$ cat config.mk
export PLATFORM = sky130hd
export DESIGN_NAME = seg_unit
export DESIGN_NICKNAME = d
export VERILOG_FILES = /design/src/hdl/seg_pkg.sv /design/src/hdl/seg_file.sv /design/src/hdl/seg_slot.sv /design/src/hdl/seg_unit.sv /design/src/hdl/seg_wb_queue.sv
export SDC_FILE = /design/constraint.sdc
export NUM_CORES = 1
export LEC_CHECK = 0
export BUFFER_PORTS_ARGS = -buffer_cell sky130_fd_sc_hd__buf_2
export CAP_MARGIN = 20
export CELL_PAD_IN_SITES_DETAIL_PLACEMENT = 2
export CELL_PAD_IN_SITES_GLOBAL_PLACEMENT = 2
export CORE_MARGIN = 2
export CORE_UTILIZATION = 38
export CTS_CLUSTER_SIZE = 20
export DETAILED_ROUTE_END_ITERATION = 16
export GPL_TIMING_DRIVEN = 0
export MAX_ROUTING_LAYER = met4
export PLACE_DENSITY_LB_ADDON = 0.25
export SLEW_MARGIN = 30
export SYNTH_ARGS = -nofsm -noshare
export SYNTH_HDL_FRONTEND = slang
export SYNTH_SLANG_ARGS = --single-unit
$ cat constraint.sdc
create_clock -name clk -period 3.2 [get_ports clk]
set_input_delay 0.16 -clock clk [delete_from_list [all_inputs] [get_ports clk]]
set_output_delay 0.16 -clock clk [all_outputs]
set_load 0.005 [all_outputs]
$ cat src/hdl/seg_pkg.sv
package seg_pkg;

    // ~~~~~~~~~~~~~~~~~~~~~~~~~~~~~~~~~~~~~~~~~~~~~~~~~~~~~~~~~~~~~~~~~~~~~~~~~
    // Field widths.
    // ~~~~~~~~~~~~~~~~~~~~~~~~~~~~~~~~~~~~~~~~~~~~~~~~~~~~~~~~~~~~~~~~~~~~~~~~~

    typedef logic [15:0] seg_base_t;
    typedef logic [19:0] seg_lim_t;
    typedef logic [6:0]  ptc_tag_t;
    typedef logic [2:0]  seg_idx_t;

    // Fixed by the architecture.
    localparam int NUM_SEGS = 6;

    // Register indices, 6 and 7 unused.
    localparam seg_idx_t SEG_CS = 3'd0;
    localparam seg_idx_t SEG_DS = 3'd1;
    localparam seg_idx_t SEG_SS = 3'd2;
    localparam seg_idx_t SEG_ES = 3'd3;
    localparam seg_idx_t SEG_FS = 3'd4;
    localparam seg_idx_t SEG_GS = 3'd5;

    // ~~~~~~~~~~~~~~~~~~~~~~~~~~~~~~~~~~~~~~~~~~~~~~~~~~~~~~~~~~~~~~~~~~~~~~~~~
    // Bundles.
    // ~~~~~~~~~~~~~~~~~~~~~~~~~~~~~~~~~~~~~~~~~~~~~~~~~~~~~~~~~~~~~~~~~~~~~~~~~

    // Read-port result, 44 bits.
    typedef struct packed {
        seg_base_t base;
        seg_lim_t  lim;
        logic      pending;
        ptc_tag_t  tag;
    } seg_entry_t;

    // One direct-load port, 40 bits.
    typedef struct packed {
        logic      valid;
        seg_idx_t  idx;
        seg_base_t base;
        seg_lim_t  lim;
    } seg_load_t;

    typedef struct packed {
        logic     valid;
        seg_idx_t idx;
        ptc_tag_t tag;
    } seg_rename_t;

    // Producer result carrying a new base.
    typedef struct packed {
        ptc_tag_t  tag;
        seg_base_t base;
    } seg_wb_t;

endpackage

$ cat src/hdl/seg_file.sv
module seg_file #(
    parameter int                NUM_WR_PORTS = 4,
    parameter int                NUM_RD_PORTS = 4,
    parameter seg_pkg::seg_lim_t SEG_LIM_INIT = 20'hFFFFF
) (
    input  logic                 clk,
    input  logic                 rst_n,
    input  seg_pkg::seg_load_t   load [NUM_WR_PORTS],
    input  seg_pkg::seg_rename_t rename,
    input  logic                 wb_valid,
    input  seg_pkg::seg_wb_t     wb,
    input  logic                 flush,
    input  seg_pkg::seg_idx_t    rd_idx [NUM_RD_PORTS],
    output seg_pkg::seg_entry_t  rd_data [NUM_RD_PORTS]
);

    import seg_pkg::*;

    logic       slot_load_en   [NUM_SEGS];
    seg_base_t  slot_base      [NUM_SEGS];
    seg_lim_t   slot_lim       [NUM_SEGS];
    logic       slot_rename_en [NUM_SEGS];
    seg_entry_t slot_entry     [NUM_SEGS];

    // ~~~~~~~~~~~~~~~~~~~~~~~~~~~~~~~~~~~~~~~~~~~~~~~~~~~~~~~~~~~~~~~~~~~~~~~~~
    // Write decode.
    // ~~~~~~~~~~~~~~~~~~~~~~~~~~~~~~~~~~~~~~~~~~~~~~~~~~~~~~~~~~~~~~~~~~~~~~~~~

    // Ports are scanned in ascending order, so the highest hit wins.
    always_comb begin
        for (int s = 0; s < NUM_SEGS; s++) begin
            slot_load_en[s] = 1'b0;
            slot_base[s]    = '0;
            slot_lim[s]     = '0;
            for (int p = 0; p < NUM_WR_PORTS; p++) begin
                if (load[p].valid && (load[p].idx == seg_idx_t'(s))) begin
                    slot_load_en[s] = 1'b1;
                    slot_base[s]    = load[p].base;
                    slot_lim[s]     = load[p].lim;
                end
            end
        end
    end

    always_comb begin
        for (int s = 0; s < NUM_SEGS; s++) begin
            slot_rename_en[s] = rename.valid && (rename.idx == seg_idx_t'(s));
        end
    end

    // ~~~~~~~~~~~~~~~~~~~~~~~~~~~~~~~~~~~~~~~~~~~~~~~~~~~~~~~~~~~~~~~~~~~~~~~~~
    // Register slots.
    // ~~~~~~~~~~~~~~~~~~~~~~~~~~~~~~~~~~~~~~~~~~~~~~~~~~~~~~~~~~~~~~~~~~~~~~~~~

    // Writeback goes to every slot; each one checks its own tag.
    for (genvar s = 0; s < NUM_SEGS; s++) begin : g_slot
        seg_slot #(
            .SEG_LIM_INIT (SEG_LIM_INIT)
        ) seg_slot_i (
            .clk        (clk),
            .rst_n      (rst_n),
            .load_en    (slot_load_en[s]),
            .load_base  (slot_base[s]),
            .load_lim   (slot_lim[s]),
            .rename_en  (slot_rename_en[s]),
            .rename_tag (rename.tag),
            .wb_valid   (wb_valid),
            .wb         (wb),
            .flush      (flush),
            .entry      (slot_entry[s])
        );
    end

    // ~~~~~~~~~~~~~~~~~~~~~~~~~~~~~~~~~~~~~~~~~~~~~~~~~~~~~~~~~~~~~~~~~~~~~~~~~
    // Read ports.
    // ~~~~~~~~~~~~~~~~~~~~~~~~~~~~~~~~~~~~~~~~~~~~~~~~~~~~~~~~~~~~~~~~~~~~~~~~~

    // Unused indices read as zero.
    always_comb begin
        for (int r = 0; r < NUM_RD_PORTS; r++) begin
            rd_data[r] = '0;
            if (rd_idx[r] <= SEG_GS) begin
                rd_data[r] = slot_entry[rd_idx[r]];
            end
        end
    end

    // ~~~~~~~~~~~~~~~~~~~~~~~~~~~~~~~~~~~~~~~~~~~~~~~~~~~~~~~~~~~~~~~~~~~~~~~~~
    // Checks.
    // ~~~~~~~~~~~~~~~~~~~~~~~~~~~~~~~~~~~~~~~~~~~~~~~~~~~~~~~~~~~~~~~~~~~~~~~~~

    // A write to index 6 or 7 would be silently lost.
    for (genvar p = 0; p < NUM_WR_PORTS; p++) begin : g_load_chk
        a_load_idx: assert property (
            @(posedge clk) disable iff (!rst_n)
            load[p].valid |-> (load[p].idx <= SEG_GS)
        );
    end

    a_rename_idx: assert property (
        @(posedge clk) disable iff (!rst_n)
        rename.valid |-> (rename.idx <= SEG_GS)
    );

endmodule

$ cat src/hdl/seg_slot.sv
module seg_slot #(
    parameter seg_pkg::seg_lim_t SEG_LIM_INIT = 20'hFFFFF
) (
    input  logic                 clk,
    input  logic                 rst_n,
    input  logic                 load_en,
    input  seg_pkg::seg_base_t   load_base,
    input  seg_pkg::seg_lim_t    load_lim,
    input  logic                 rename_en,
    input  seg_pkg::ptc_tag_t    rename_tag,
    input  logic                 wb_valid,
    input  seg_pkg::seg_wb_t     wb,
    input  logic                 flush,
    output seg_pkg::seg_entry_t  entry
);

    import seg_pkg::*;

    seg_base_t base_q;
    seg_lim_t  lim_q;
    logic      pending_q;
    ptc_tag_t  tag_q;

    logic wb_hit;
    logic rename_ok;

    // A result only counts while its producer is still outstanding.
    assign wb_hit    = wb_valid && pending_q && (wb.tag == tag_q) && !flush;
    assign rename_ok = rename_en && !flush;

    always_ff @(posedge clk or negedge rst_n) begin
        if (!rst_n) begin
            base_q    <= '0;
            lim_q     <= SEG_LIM_INIT;
            pending_q <= 1'b0;
            tag_q     <= '0;
        end else begin
            // Direct load beats the writeback base.
            if (load_en) begin
                base_q <= load_base;
                lim_q  <= load_lim;
            end else if (wb_hit) begin
                base_q <= wb.base;
            end

            if (flush) begin
                pending_q <= 1'b0;
            end else if (rename_en) begin
                pending_q <= 1'b1;
            end else if (wb_hit) begin
                pending_q <= 1'b0;
            end

            if (rename_ok) begin
                tag_q <= rename_tag;
            end
        end
    end

    assign entry = '{base: base_q, lim: lim_q, pending: pending_q, tag: tag_q};

    // Pending only rises one cycle after an accepted rename.
    a_pending_from_rename: assert property (
        @(posedge clk) disable iff (!rst_n)
        $rose(pending_q) |-> $past(rename_ok)
    );

endmodule

$ cat src/hdl/seg_unit.sv
module seg_unit #(
    parameter int                NUM_WR_PORTS = 4,
    parameter int                NUM_RD_PORTS = 4,
    parameter int                WB_DEPTH     = 4,
    parameter seg_pkg::seg_lim_t SEG_LIM_INIT = 20'hFFFFF
) (
    input  logic                 clk,
    input  logic                 rst_n,
    input  seg_pkg::seg_load_t   load [NUM_WR_PORTS],
    input  seg_pkg::seg_rename_t rename,
    input  logic                 flush,
    input  logic                 wb_valid,
    input  seg_pkg::seg_wb_t     wb,
    output logic                 wb_credit,
    input  seg_pkg::seg_idx_t    rd_idx [NUM_RD_PORTS],
    output seg_pkg::seg_entry_t  rd_data [NUM_RD_PORTS]
);

    import seg_pkg::*;

    logic    wb_out_valid;
    seg_wb_t wb_out;

    // ~~~~~~~~~~~~~~~~~~~~~~~~~~~~~~~~~~~~~~~~~~~~~~~~~~~~~~~~~~~~~~~~~~~~~~~~~
    // Writeback path.
    // ~~~~~~~~~~~~~~~~~~~~~~~~~~~~~~~~~~~~~~~~~~~~~~~~~~~~~~~~~~~~~~~~~~~~~~~~~

    // One credit goes back per entry drained into the file.
    seg_wb_queue #(
        .WB_DEPTH (WB_DEPTH)
    ) seg_wb_queue_i (
        .clk       (clk),
        .rst_n     (rst_n),
        .in_valid  (wb_valid),
        .in_wb     (wb),
        .out_valid (wb_out_valid),
        .out_wb    (wb_out),
        .credit    (wb_credit)
    );

    // ~~~~~~~~~~~~~~~~~~~~~~~~~~~~~~~~~~~~~~~~~~~~~~~~~~~~~~~~~~~~~~~~~~~~~~~~~
    // Register file.
    // ~~~~~~~~~~~~~~~~~~~~~~~~~~~~~~~~~~~~~~~~~~~~~~~~~~~~~~~~~~~~~~~~~~~~~~~~~

    seg_file #(
        .NUM_WR_PORTS (NUM_WR_PORTS),
        .NUM_RD_PORTS (NUM_RD_PORTS),
        .SEG_LIM_INIT (SEG_LIM_INIT)
    ) seg_file_i (
        .clk      (clk),
        .rst_n    (rst_n),
        .load     (load),
        .rename   (rename),
        .wb_valid (wb_out_valid),
        .wb       (wb_out),
        .flush    (flush),
        .rd_idx   (rd_idx),
        .rd_data  (rd_data)
    );

endmodule

$ cat src/hdl/seg_wb_queue.sv
module seg_wb_queue #(
    parameter int WB_DEPTH = 4
) (
    input  logic             clk,
    input  logic             rst_n,
    input  logic             in_valid,
    input  seg_pkg::seg_wb_t in_wb,
    output logic             out_valid,
    output seg_pkg::seg_wb_t out_wb,
    output logic             credit
);

    import seg_pkg::*;

    localparam int PTR_W = (WB_DEPTH > 1) ? $clog2(WB_DEPTH) : 1;
    localparam int CNT_W = $clog2(WB_DEPTH + 1);

    typedef logic [PTR_W-1:0] ptr_t;
    typedef logic [CNT_W-1:0] cnt_t;

    seg_wb_t mem [WB_DEPTH];

    ptr_t wr_ptr;
    ptr_t rd_ptr;
    cnt_t count;

    logic empty;
    logic full;
    logic push;
    logic pop;

    assign empty = (count == '0);
    assign full  = (count == cnt_t'(WB_DEPTH));

    // The file never stalls, so the head leaves on every cycle it is shown.
    assign push = in_valid;
    assign pop  = !empty;

    assign out_valid = !empty;
    assign out_wb    = mem[rd_ptr];
    assign credit    = pop;

    always_ff @(posedge clk) begin
        if (push) begin
            mem[wr_ptr] <= in_wb;
        end
    end

    always_ff @(posedge clk or negedge rst_n) begin
        if (!rst_n) begin
            wr_ptr <= '0;
            rd_ptr <= '0;
            count  <= '0;
        end else begin
            if (push) begin
                wr_ptr <= (wr_ptr == ptr_t'(WB_DEPTH - 1)) ? '0 : wr_ptr + 1'b1;
            end
            if (pop) begin
                rd_ptr <= (rd_ptr == ptr_t'(WB_DEPTH - 1)) ? '0 : rd_ptr + 1'b1;
            end
            case ({push, pop})
                2'b10:   count <= count + 1'b1;
                2'b01:   count <= count - 1'b1;
                default: count <= count;
            endcase
        end
    end

    // Producer credit accounting must keep us from overflowing.
    a_no_push_full: assert property (
        @(posedge clk) disable iff (!rst_n)
        in_valid |-> !full
    );

endmodule

Word level (Yosys, flattened, before mapping)
Memory sizes are Yosys's and may differ from the RTL's. Cells that the tools add are included.

Input bits: 210. Flip-flop bits (word level): 271. Word-level logic and storage cells: 277. Memories kept: 1. Bits in writable memories: 92. Output and inout port bits: 177.

Memory list: seg_wb_queue_i.mem (words 4, width 23, read ports 1, clocked after Yosys merged registers in 0, write ports 1, RTL line seg_wb_queue.sv:21) `seg_wb_t mem [WB_DEPTH];`.

Add/sub/neg operators: 4. Mux-type cells: 123. Reduce and logical (&&, ||, !) cells: 75. Eq/ne operators: 35. Magnitude comparators: 8. Bitwise gates (word level): 4.

Operators by type and width (number): $mux 16 (36); $bmux 44 s3 (4); $mux 44 (12); $mux 20 (24); $logic_and 1x1->1 (54); $mux 1 (44); $eq 7x7->1 (6); $eq 3x2->1 const B (10); $eq 3x3->1 const B (10); $logic_not 3->1 (6); $reduce_bool 3->1 (6); $ge 4x4->1 const B (4); $not 3->4 (4); $eq 3x1->1 const B (5); $reduce_bool 2->1 (7); $le 3x3->1 const B (4); $eq 2x2->1 const B (3); $pmux 3 s2 (1); $add 2x1->2 const B (2); $mux 2 (2); $add 3x1->3 const B (1); $sub 3x1->3 const B (1); $eq 2x1->1 const B (1); $logic_not 1->1 (2).

Depth between registers and ports, before layout
Word-level depth: 8. Mapped depth: 11. Mapped depth without buffers: 8.

Modules after synthesis
Synthesis repeated with hierarchy kept, for this count alone.

Cell total of the unflattened synthesis: 2525. Area, all modules: 29091.7 um2.

By module, submodules not included: seg_file (seq. area each 0.0 um2, instances 1, cells each 1609, area an instance 13131.3 um2); seg_slot (seq. area each 1126.1 um2, instances 6, cells each 126, area an instance 2029.4 um2); seg_wb_queue (seq. area each 2937.8 um2, instances 1, cells each 160, area an instance 3783.6 um2).

Least setup slack after synthesis
Ideal clock, no wire load.

Path type: register to register. Start: register seg_wb_queue_i.rd_ptr[1]. End: register seg_file_i.g_slot[5].seg_slot_i.base_q[10]. Arrival time: 2402 ps. Clock period less this slack: 2526 ps. Setup time: 124 ps. Buffers on the path: 4. Required time: 3076 ps. Slack: 674 ps. Cell stages (with the launch flop): 11. Path through: dfrtp_1 > buf_2 > buf_4 > mux4_2 > buf_2 > a22o_1 > a211oi_2 > nand4_4 > buf_6 > mux2i_1 > a211o_1.

Longest elaborated chain between the ends: 5. Elaborated cells between the ends (all ways): 7. Classes of those cells: 1 x eq/ne; 2 x mux; 3 x reduce/logical; 1 x memory.

RTL lines: from (decl) (RTL line seg_wb_queue.sv:24) `ptr_t rd_ptr;`; from (signal assigned) (RTL line seg_wb_queue.sv:59) `rd_ptr <= (rd_ptr == ptr_t'(WB_DEPTH - 1)) ? '0 : rd_ptr + 1'b1;`; $mem_v2 4x23 (*); $eq 7x7->1 (RTL line seg_slot.sv:28) `assign wb_hit = wb_valid && pending_q && (wb.tag == tag_q) && !flush;`; $logic_and 1x1->1 (2 in a row) (RTL line seg_slot.sv:28); $reduce_bool 2->1 (no line); to (signal assigned) (RTL line seg_slot.sv:40) `base_q <= load_base;`; to (signal assigned) (RTL line seg_slot.sv:43) `base_q <= wb.base;`; to (decl) (RTL line seg_slot.sv:19) `seg_base_t base_q;`.

Mark *: on every way between the ends. The rest lies on a longest branch, timed or not. The select of a mux whose other input is x is not followed. A chain may end at the register's enable or synchronous reset.

==> tab_implementation.tex <==
\begin{tabular}{lr}
\hline
Metric & Value \\
\hline
\multicolumn{2}{l}{\textbf{Status}} \\
\quad Run status & finished with violations \\
\quad Violated checks & setup timing \\
\multicolumn{2}{l}{\textbf{Clock tree}} \\
\quad Number of sinks handled by clock tree synthesis & between 300 and 400 \\
\quad Number of CTS-inserted buffers & 48 \\
\quad Clock slew seen by the registers of the worst setup and hold paths & $\sim$0.050 ns \\
\quad Clock latency on the worst-skew pair & between 0.6 and 0.7 ns \\
\quad Number of H-tree branching levels & 2 \\
\quad CTS tree & built \\
\quad Number of buffers on the longest clock path & 3 \\
\quad Root cell of the clock tree & sky130\_fd\_sc\_hd\_\_clkbuf\_16 \\
\multicolumn{2}{l}{\textbf{Route}} \\
\quad Detailed-route wire length & $\sim$170 mm \\
\quad Detailed-route wire length per cell & just under 40 um \\
\quad Antenna-violating nets left & 0 \\
\quad Iteration-0 DRC Markers & roughly 4000 \\
\quad Overall via count from detail\_route & approximately 32000 \\
\quad DRC errors left & 0 \\
\quad DRT Pass-1 Iters & 6 \\
\quad Number of vias per cell & 7.15 \\
\multicolumn{2}{l}{\textbf{GRT}} \\
\quad Global-route wire length before repair & around 240 mm \\
\quad Initial antenna violation count & 13 \\
\quad Vias in the first global route & around 34000 \\
\quad Overall fraction of global-route tracks in use & between 40\% and 50\% \\
\quad Pin count of the biggest net entering global routing & a little under 80 \\
\quad GRT overflow & 0 \\
\multicolumn{2}{l}{\textbf{Die}} \\
\quad Height of the die & roughly 280 um \\
\quad Initial standard-cell utilization of the core & between 30\% and 40\% \\
\quad X dimension of the die & roughly 280 um \\
\quad Number of placed I/O pins & between 300 and 400 \\
\quad Die outline area & approximately 77000 um\^{}2 \\
\quad Rows & 100 \\
\quad Core region area & roughly 74000 um\^{}2 \\
\multicolumn{2}{l}{\textbf{Worst setup path}} \\
\quad Setup slack of the worst register-to-register path & -0.03 ns \\
\quad Type of the worst setup path & input pin to output port \\
\quad Category of the worst setup path launch point & input pin \\
\quad Capture point of the worst reg-to-reg path & seg\_file\_i.g\_slot[0].seg\_slot\_i.base\_q[12] \\
\quad Worst EP required & 3.04 ns \\
\quad Biggest fanout along the worst timing path & 10 \\
\quad Number of cells on the worst reg-to-reg path & 11 \\
\quad Reg2Reg Launch Point & seg\_wb\_queue\_i.rd\_ptr[1] \\
\quad Category of the worst setup path capture point & output port \\
\quad Critical Path AT & around 3.2 ns \\
\multicolumn{2}{l}{\textbf{Finish}} \\
\quad Final Net Count & 3606 \\
\quad Non-Filler Cell Area, Final & about 35000 um\^{}2 \\
\quad Area of combinational cells with multiple inputs & between 15000 and 20000 um\^{}2 \\
\quad Area taken by flip-flops and latches & slightly below 10000 um\^{}2 \\
\quad Number of fill cells & 7804 \\
\quad Area overhead of the layout relative to synthesis & 22.5\% \\
\quad Layout cell share with drive strength beyond 1 & between 20\% and 30\% \\
\multicolumn{2}{l}{\textbf{STA}} \\
\quad Final worst-path cycle share & 104\% \\
\quad Final hold violation count & 0 \\
\quad Total negative slack for setup checks & -0.505 ns \\
\quad Final min period & approximately 3.3 ns \\
\quad Max-slew violation count & 0 \\
\quad Slew margin rel. & 23.3\% \\
\quad Count of endpoints failing setup in the final report & 10 \\
\quad Clk\_skew & approximately 0.024 ns \\
\quad Final WS setup & -0.123 ns \\
\quad Highest Clock Rate & $\sim$300 MHz \\
\quad Slew at the pin with the worst max-slew slack & 1.15 ns \\
\multicolumn{2}{l}{\textbf{Place}} \\
\quad Final HPWL DP & approximately 120 mm \\
\quad Worst Setup Slack post-DPL & -0.393 ns \\
\quad Gp weighted congestion & 1.03 \\
\quad Post-place instance area & $\sim$32000 um\^{}2 \\
\quad Port-buffer cells & between 300 and 400 \\
\multicolumn{2}{l}{\textbf{Yosys}} \\
\quad Number of enable flip-flop cells after synthesis & 92 \\
\quad Share of synthesized area occupied by flip-flops and latches & 34.1\% \\
\quad Total standard cell area after synthesis & approximately 28000 um\^{}2 \\
\quad Ys async rst share & approximately 75\% \\
\quad Synth warn & 0 \\
\quad Flip-flop and latch count after synthesis & roughly 360 \\
\quad Synthesized area divided by synthesized cell count & approximately 10 um\^{}2 \\
\quad Cells after Synth & around 2800 \\
\quad Distinct cells, synth & 74 \\
\quad Syn Nets & between 3000 and 4000 \\
\quad Most common flop cell mapped by yosys & sky130\_fd\_sc\_hd\_\_dfrtp\_1 \\
\multicolumn{2}{l}{\textbf{Worst hold path}} \\
\quad Hold worst-path end & seg\_file\_i.g\_slot[0].seg\_slot\_i.base\_q[2] \\
\quad Worst hold stages & 3 \\
\quad Launch instance of the worst min-delay path & load[62] \\
\quad Worst hold path class & input pin to register \\
\multicolumn{2}{l}{\textbf{Power and ir drop}} \\
\quad Sum of internal, switching and leakage power & between 0.02 and 0.025 W \\
\quad IR drop worst, VDD & around 0.54 mV \\
\quad PD cells & 630 nW/um\^{}2 \\
\quad Static Leak & 14.1 nW \\
\multicolumn{2}{l}{\textbf{Job}} \\
\quad Number of max-cap violations & 0 \\
\hline
\end{tabular}
flip-flops by register name (all words and copies together), names as in the netlist:
signal / cells
seg_wb_queue_i.wr_ptr: 2
seg_file_i.g_slot.seg_slot_i.pending_q: 6
seg_wb_queue_i.count: 3
seg_wb_queue_i.rd_ptr: 2
seg_file_i.g_slot.seg_slot_i.tag_q: 42
seg_wb_queue_i.mem: 92
seg_file_i.g_slot.seg_slot_i.lim_q: 120
seg_file_i.g_slot.seg_slot_i.base_q: 96
final cells by class:
cell class | count | share of cell area, %
Antenna cell | 12 | 0.0863
Buffer | 294 | 3.77
Clock buffer | 61 | 3.82
Clock inverter | 27 | 0.993
Inverter | 219 | 2.36
Multi-Input combinational cell | 1962 | 48.3
Sequential cell | 363 | 27.9
Tap cell | 969 | 3.48
Timing Repair Buffer | 501 | 9.30
worst max-delay path: stages:
cell,delay (ns)
sky130_fd_sc_hd__clkbuf_1,0.74
sky130_fd_sc_hd__nand2b_1,0.21
sky130_fd_sc_hd__buf_1,0.58
sky130_fd_sc_hd__clkbuf_1,0.91
sky130_fd_sc_hd__o22ai_1,0.30
sky130_fd_sc_hd__buf_2,0.24
cell families (layout without fill, tap and decap cells):
kind of cell / count (synthesis) / after routing / synth area share, %
adder cells (fa/ha/maj): 7 / 7 / 0.335
multiplexers: 482 / 482 / 26.0
buffers and inverters: 514 / 1102 / 7.21
XOR/XNOR: 38 / 38 / 1.38
AND/OR/NAND/NOR: 474 / 474 / 8.03
AO/OA/AOI/OAI: 961 / 961 / 23.0
other: 0 / 12 / 0
flip-flops: 363 / 363 / 34.1
power breakdown:
part | total, W | internal, W | switching [W]
combinational | 0.00855 | 0.00364 | 0.00491
clock | 0.00596 | 0.00351 | 0.00244
sequential | 0.00742 | 0.00601 | 0.00141
total | 0.0219 | 0.0132 | 0.00876
what timing repair did:
item                                    4_1_cts  5_1_grt
setup buffers                                 5        6
endpoints found under the setup margin       84       61
hold endpoints to repair                    395        0
gates resized for setup                      13       15
pin swaps                                     4        3
hold buffers                                109        0
how the worst max path moves through the flow:
stage,from,endpoint,depth (start not counted)
after CTS,rd_idx[6],rd_data[95],6
after floorplan,seg_wb_queue_i.rd_ptr[1],seg_file_i.g_slot[5].seg_slot_i.base_q[10],10
final,rd_idx[4],rd_data[80],6
after global placement,rst_n,seg_file_i.g_slot[0].seg_slot_i.base_q[2],1
after global routing,seg_wb_queue_i.rd_ptr[1],seg_file_i.g_slot[0].seg_slot_i.base_q[12],11
after detailed placement,seg_wb_queue_i.rd_ptr[1],seg_file_i.g_slot[0].seg_slot_i.base_q[12],11
layout by cell type, fill, tap and decap left out, types with 16 or more instances in the layout:
cell	instances
sky130_fd_sc_hd__a211o_1	16
sky130_fd_sc_hd__a211oi_1	16
sky130_fd_sc_hd__a21oi_1	183
sky130_fd_sc_hd__a221o_1	120
sky130_fd_sc_hd__a221oi_1	38
sky130_fd_sc_hd__a22oi_1	138
sky130_fd_sc_hd__and3_1	19
sky130_fd_sc_hd__buf_1	25
sky130_fd_sc_hd__buf_2	406
sky130_fd_sc_hd__buf_6	19
sky130_fd_sc_hd__clkbuf_1	196
sky130_fd_sc_hd__clkbuf_16	48
sky130_fd_sc_hd__clkbuf_2	24
sky130_fd_sc_hd__dfrtp_1	151
sky130_fd_sc_hd__dfstp_2	120
sky130_fd_sc_hd__dlygate4sd3_1	109
sky130_fd_sc_hd__edfxtp_1	92
sky130_fd_sc_hd__inv_1	217
sky130_fd_sc_hd__mux2_2	44
sky130_fd_sc_hd__mux2i_1	235
sky130_fd_sc_hd__mux4_2	199
sky130_fd_sc_hd__nand2_1	172
sky130_fd_sc_hd__nand3_1	62
sky130_fd_sc_hd__nor2_1	100
sky130_fd_sc_hd__nor3_1	45
sky130_fd_sc_hd__o21ai_0	188
sky130_fd_sc_hd__o21ai_1	22
sky130_fd_sc_hd__o221ai_1	41
sky130_fd_sc_hd__o22ai_1	174
through the flow:
step                      instances  util (%)  hold WS (ns)
after floorplan                2839         -        -0.136
after global routing           4408      46.9        0.0441
after detailed placement       4188      42.7         0.156
after global placement         4178      42.4         0.369
after CTS                      4390      46.7      0.000145
final                          4408      46.9        0.0155
routing by layer:
metal	vias up	part of all wire, %	track usage (%)
met5	-	0	-
met4	0	6.0	24.6
met3	645	10	10.6
met2	2406	46	68.3
met1	16291	38	53.8
li1	12182	-	-
synth_stat cells, types with 19 or more instances:
cell type	n	area share [%]
sky130_fd_sc_hd__nand3_1	62	1.1
sky130_fd_sc_hd__a22oi_1	138	3.6
sky130_fd_sc_hd__a221o_1	120	4.2
sky130_fd_sc_hd__inv_1	217	2.9
sky130_fd_sc_hd__dfrtp_1	151	13
sky130_fd_sc_hd__o22ai_1	174	3.8
sky130_fd_sc_hd__dfstp_2	120	11
sky130_fd_sc_hd__a221oi_1	38	1.2
sky130_fd_sc_hd__nand2_1	172	2.3
sky130_fd_sc_hd__buf_1	51	0.67
sky130_fd_sc_hd__o21ai_1	22	0.39
sky130_fd_sc_hd__a21oi_1	183	3.2
sky130_fd_sc_hd__nor2_1	103	1.4
sky130_fd_sc_hd__and3_1	19	0.42
sky130_fd_sc_hd__o221ai_1	41	1.3
sky130_fd_sc_hd__mux2i_1	235	8.3
sky130_fd_sc_hd__o21ai_0	188	3.3
sky130_fd_sc_hd__nor3_1	46	0.81
sky130_fd_sc_hd__edfxtp_1	92	9.7
sky130_fd_sc_hd__clkbuf_1	215	2.8
sky130_fd_sc_hd__mux4_2	199	16
sky130_fd_sc_hd__mux2_2	44	1.7
Power figures use the tool's default switching activity.
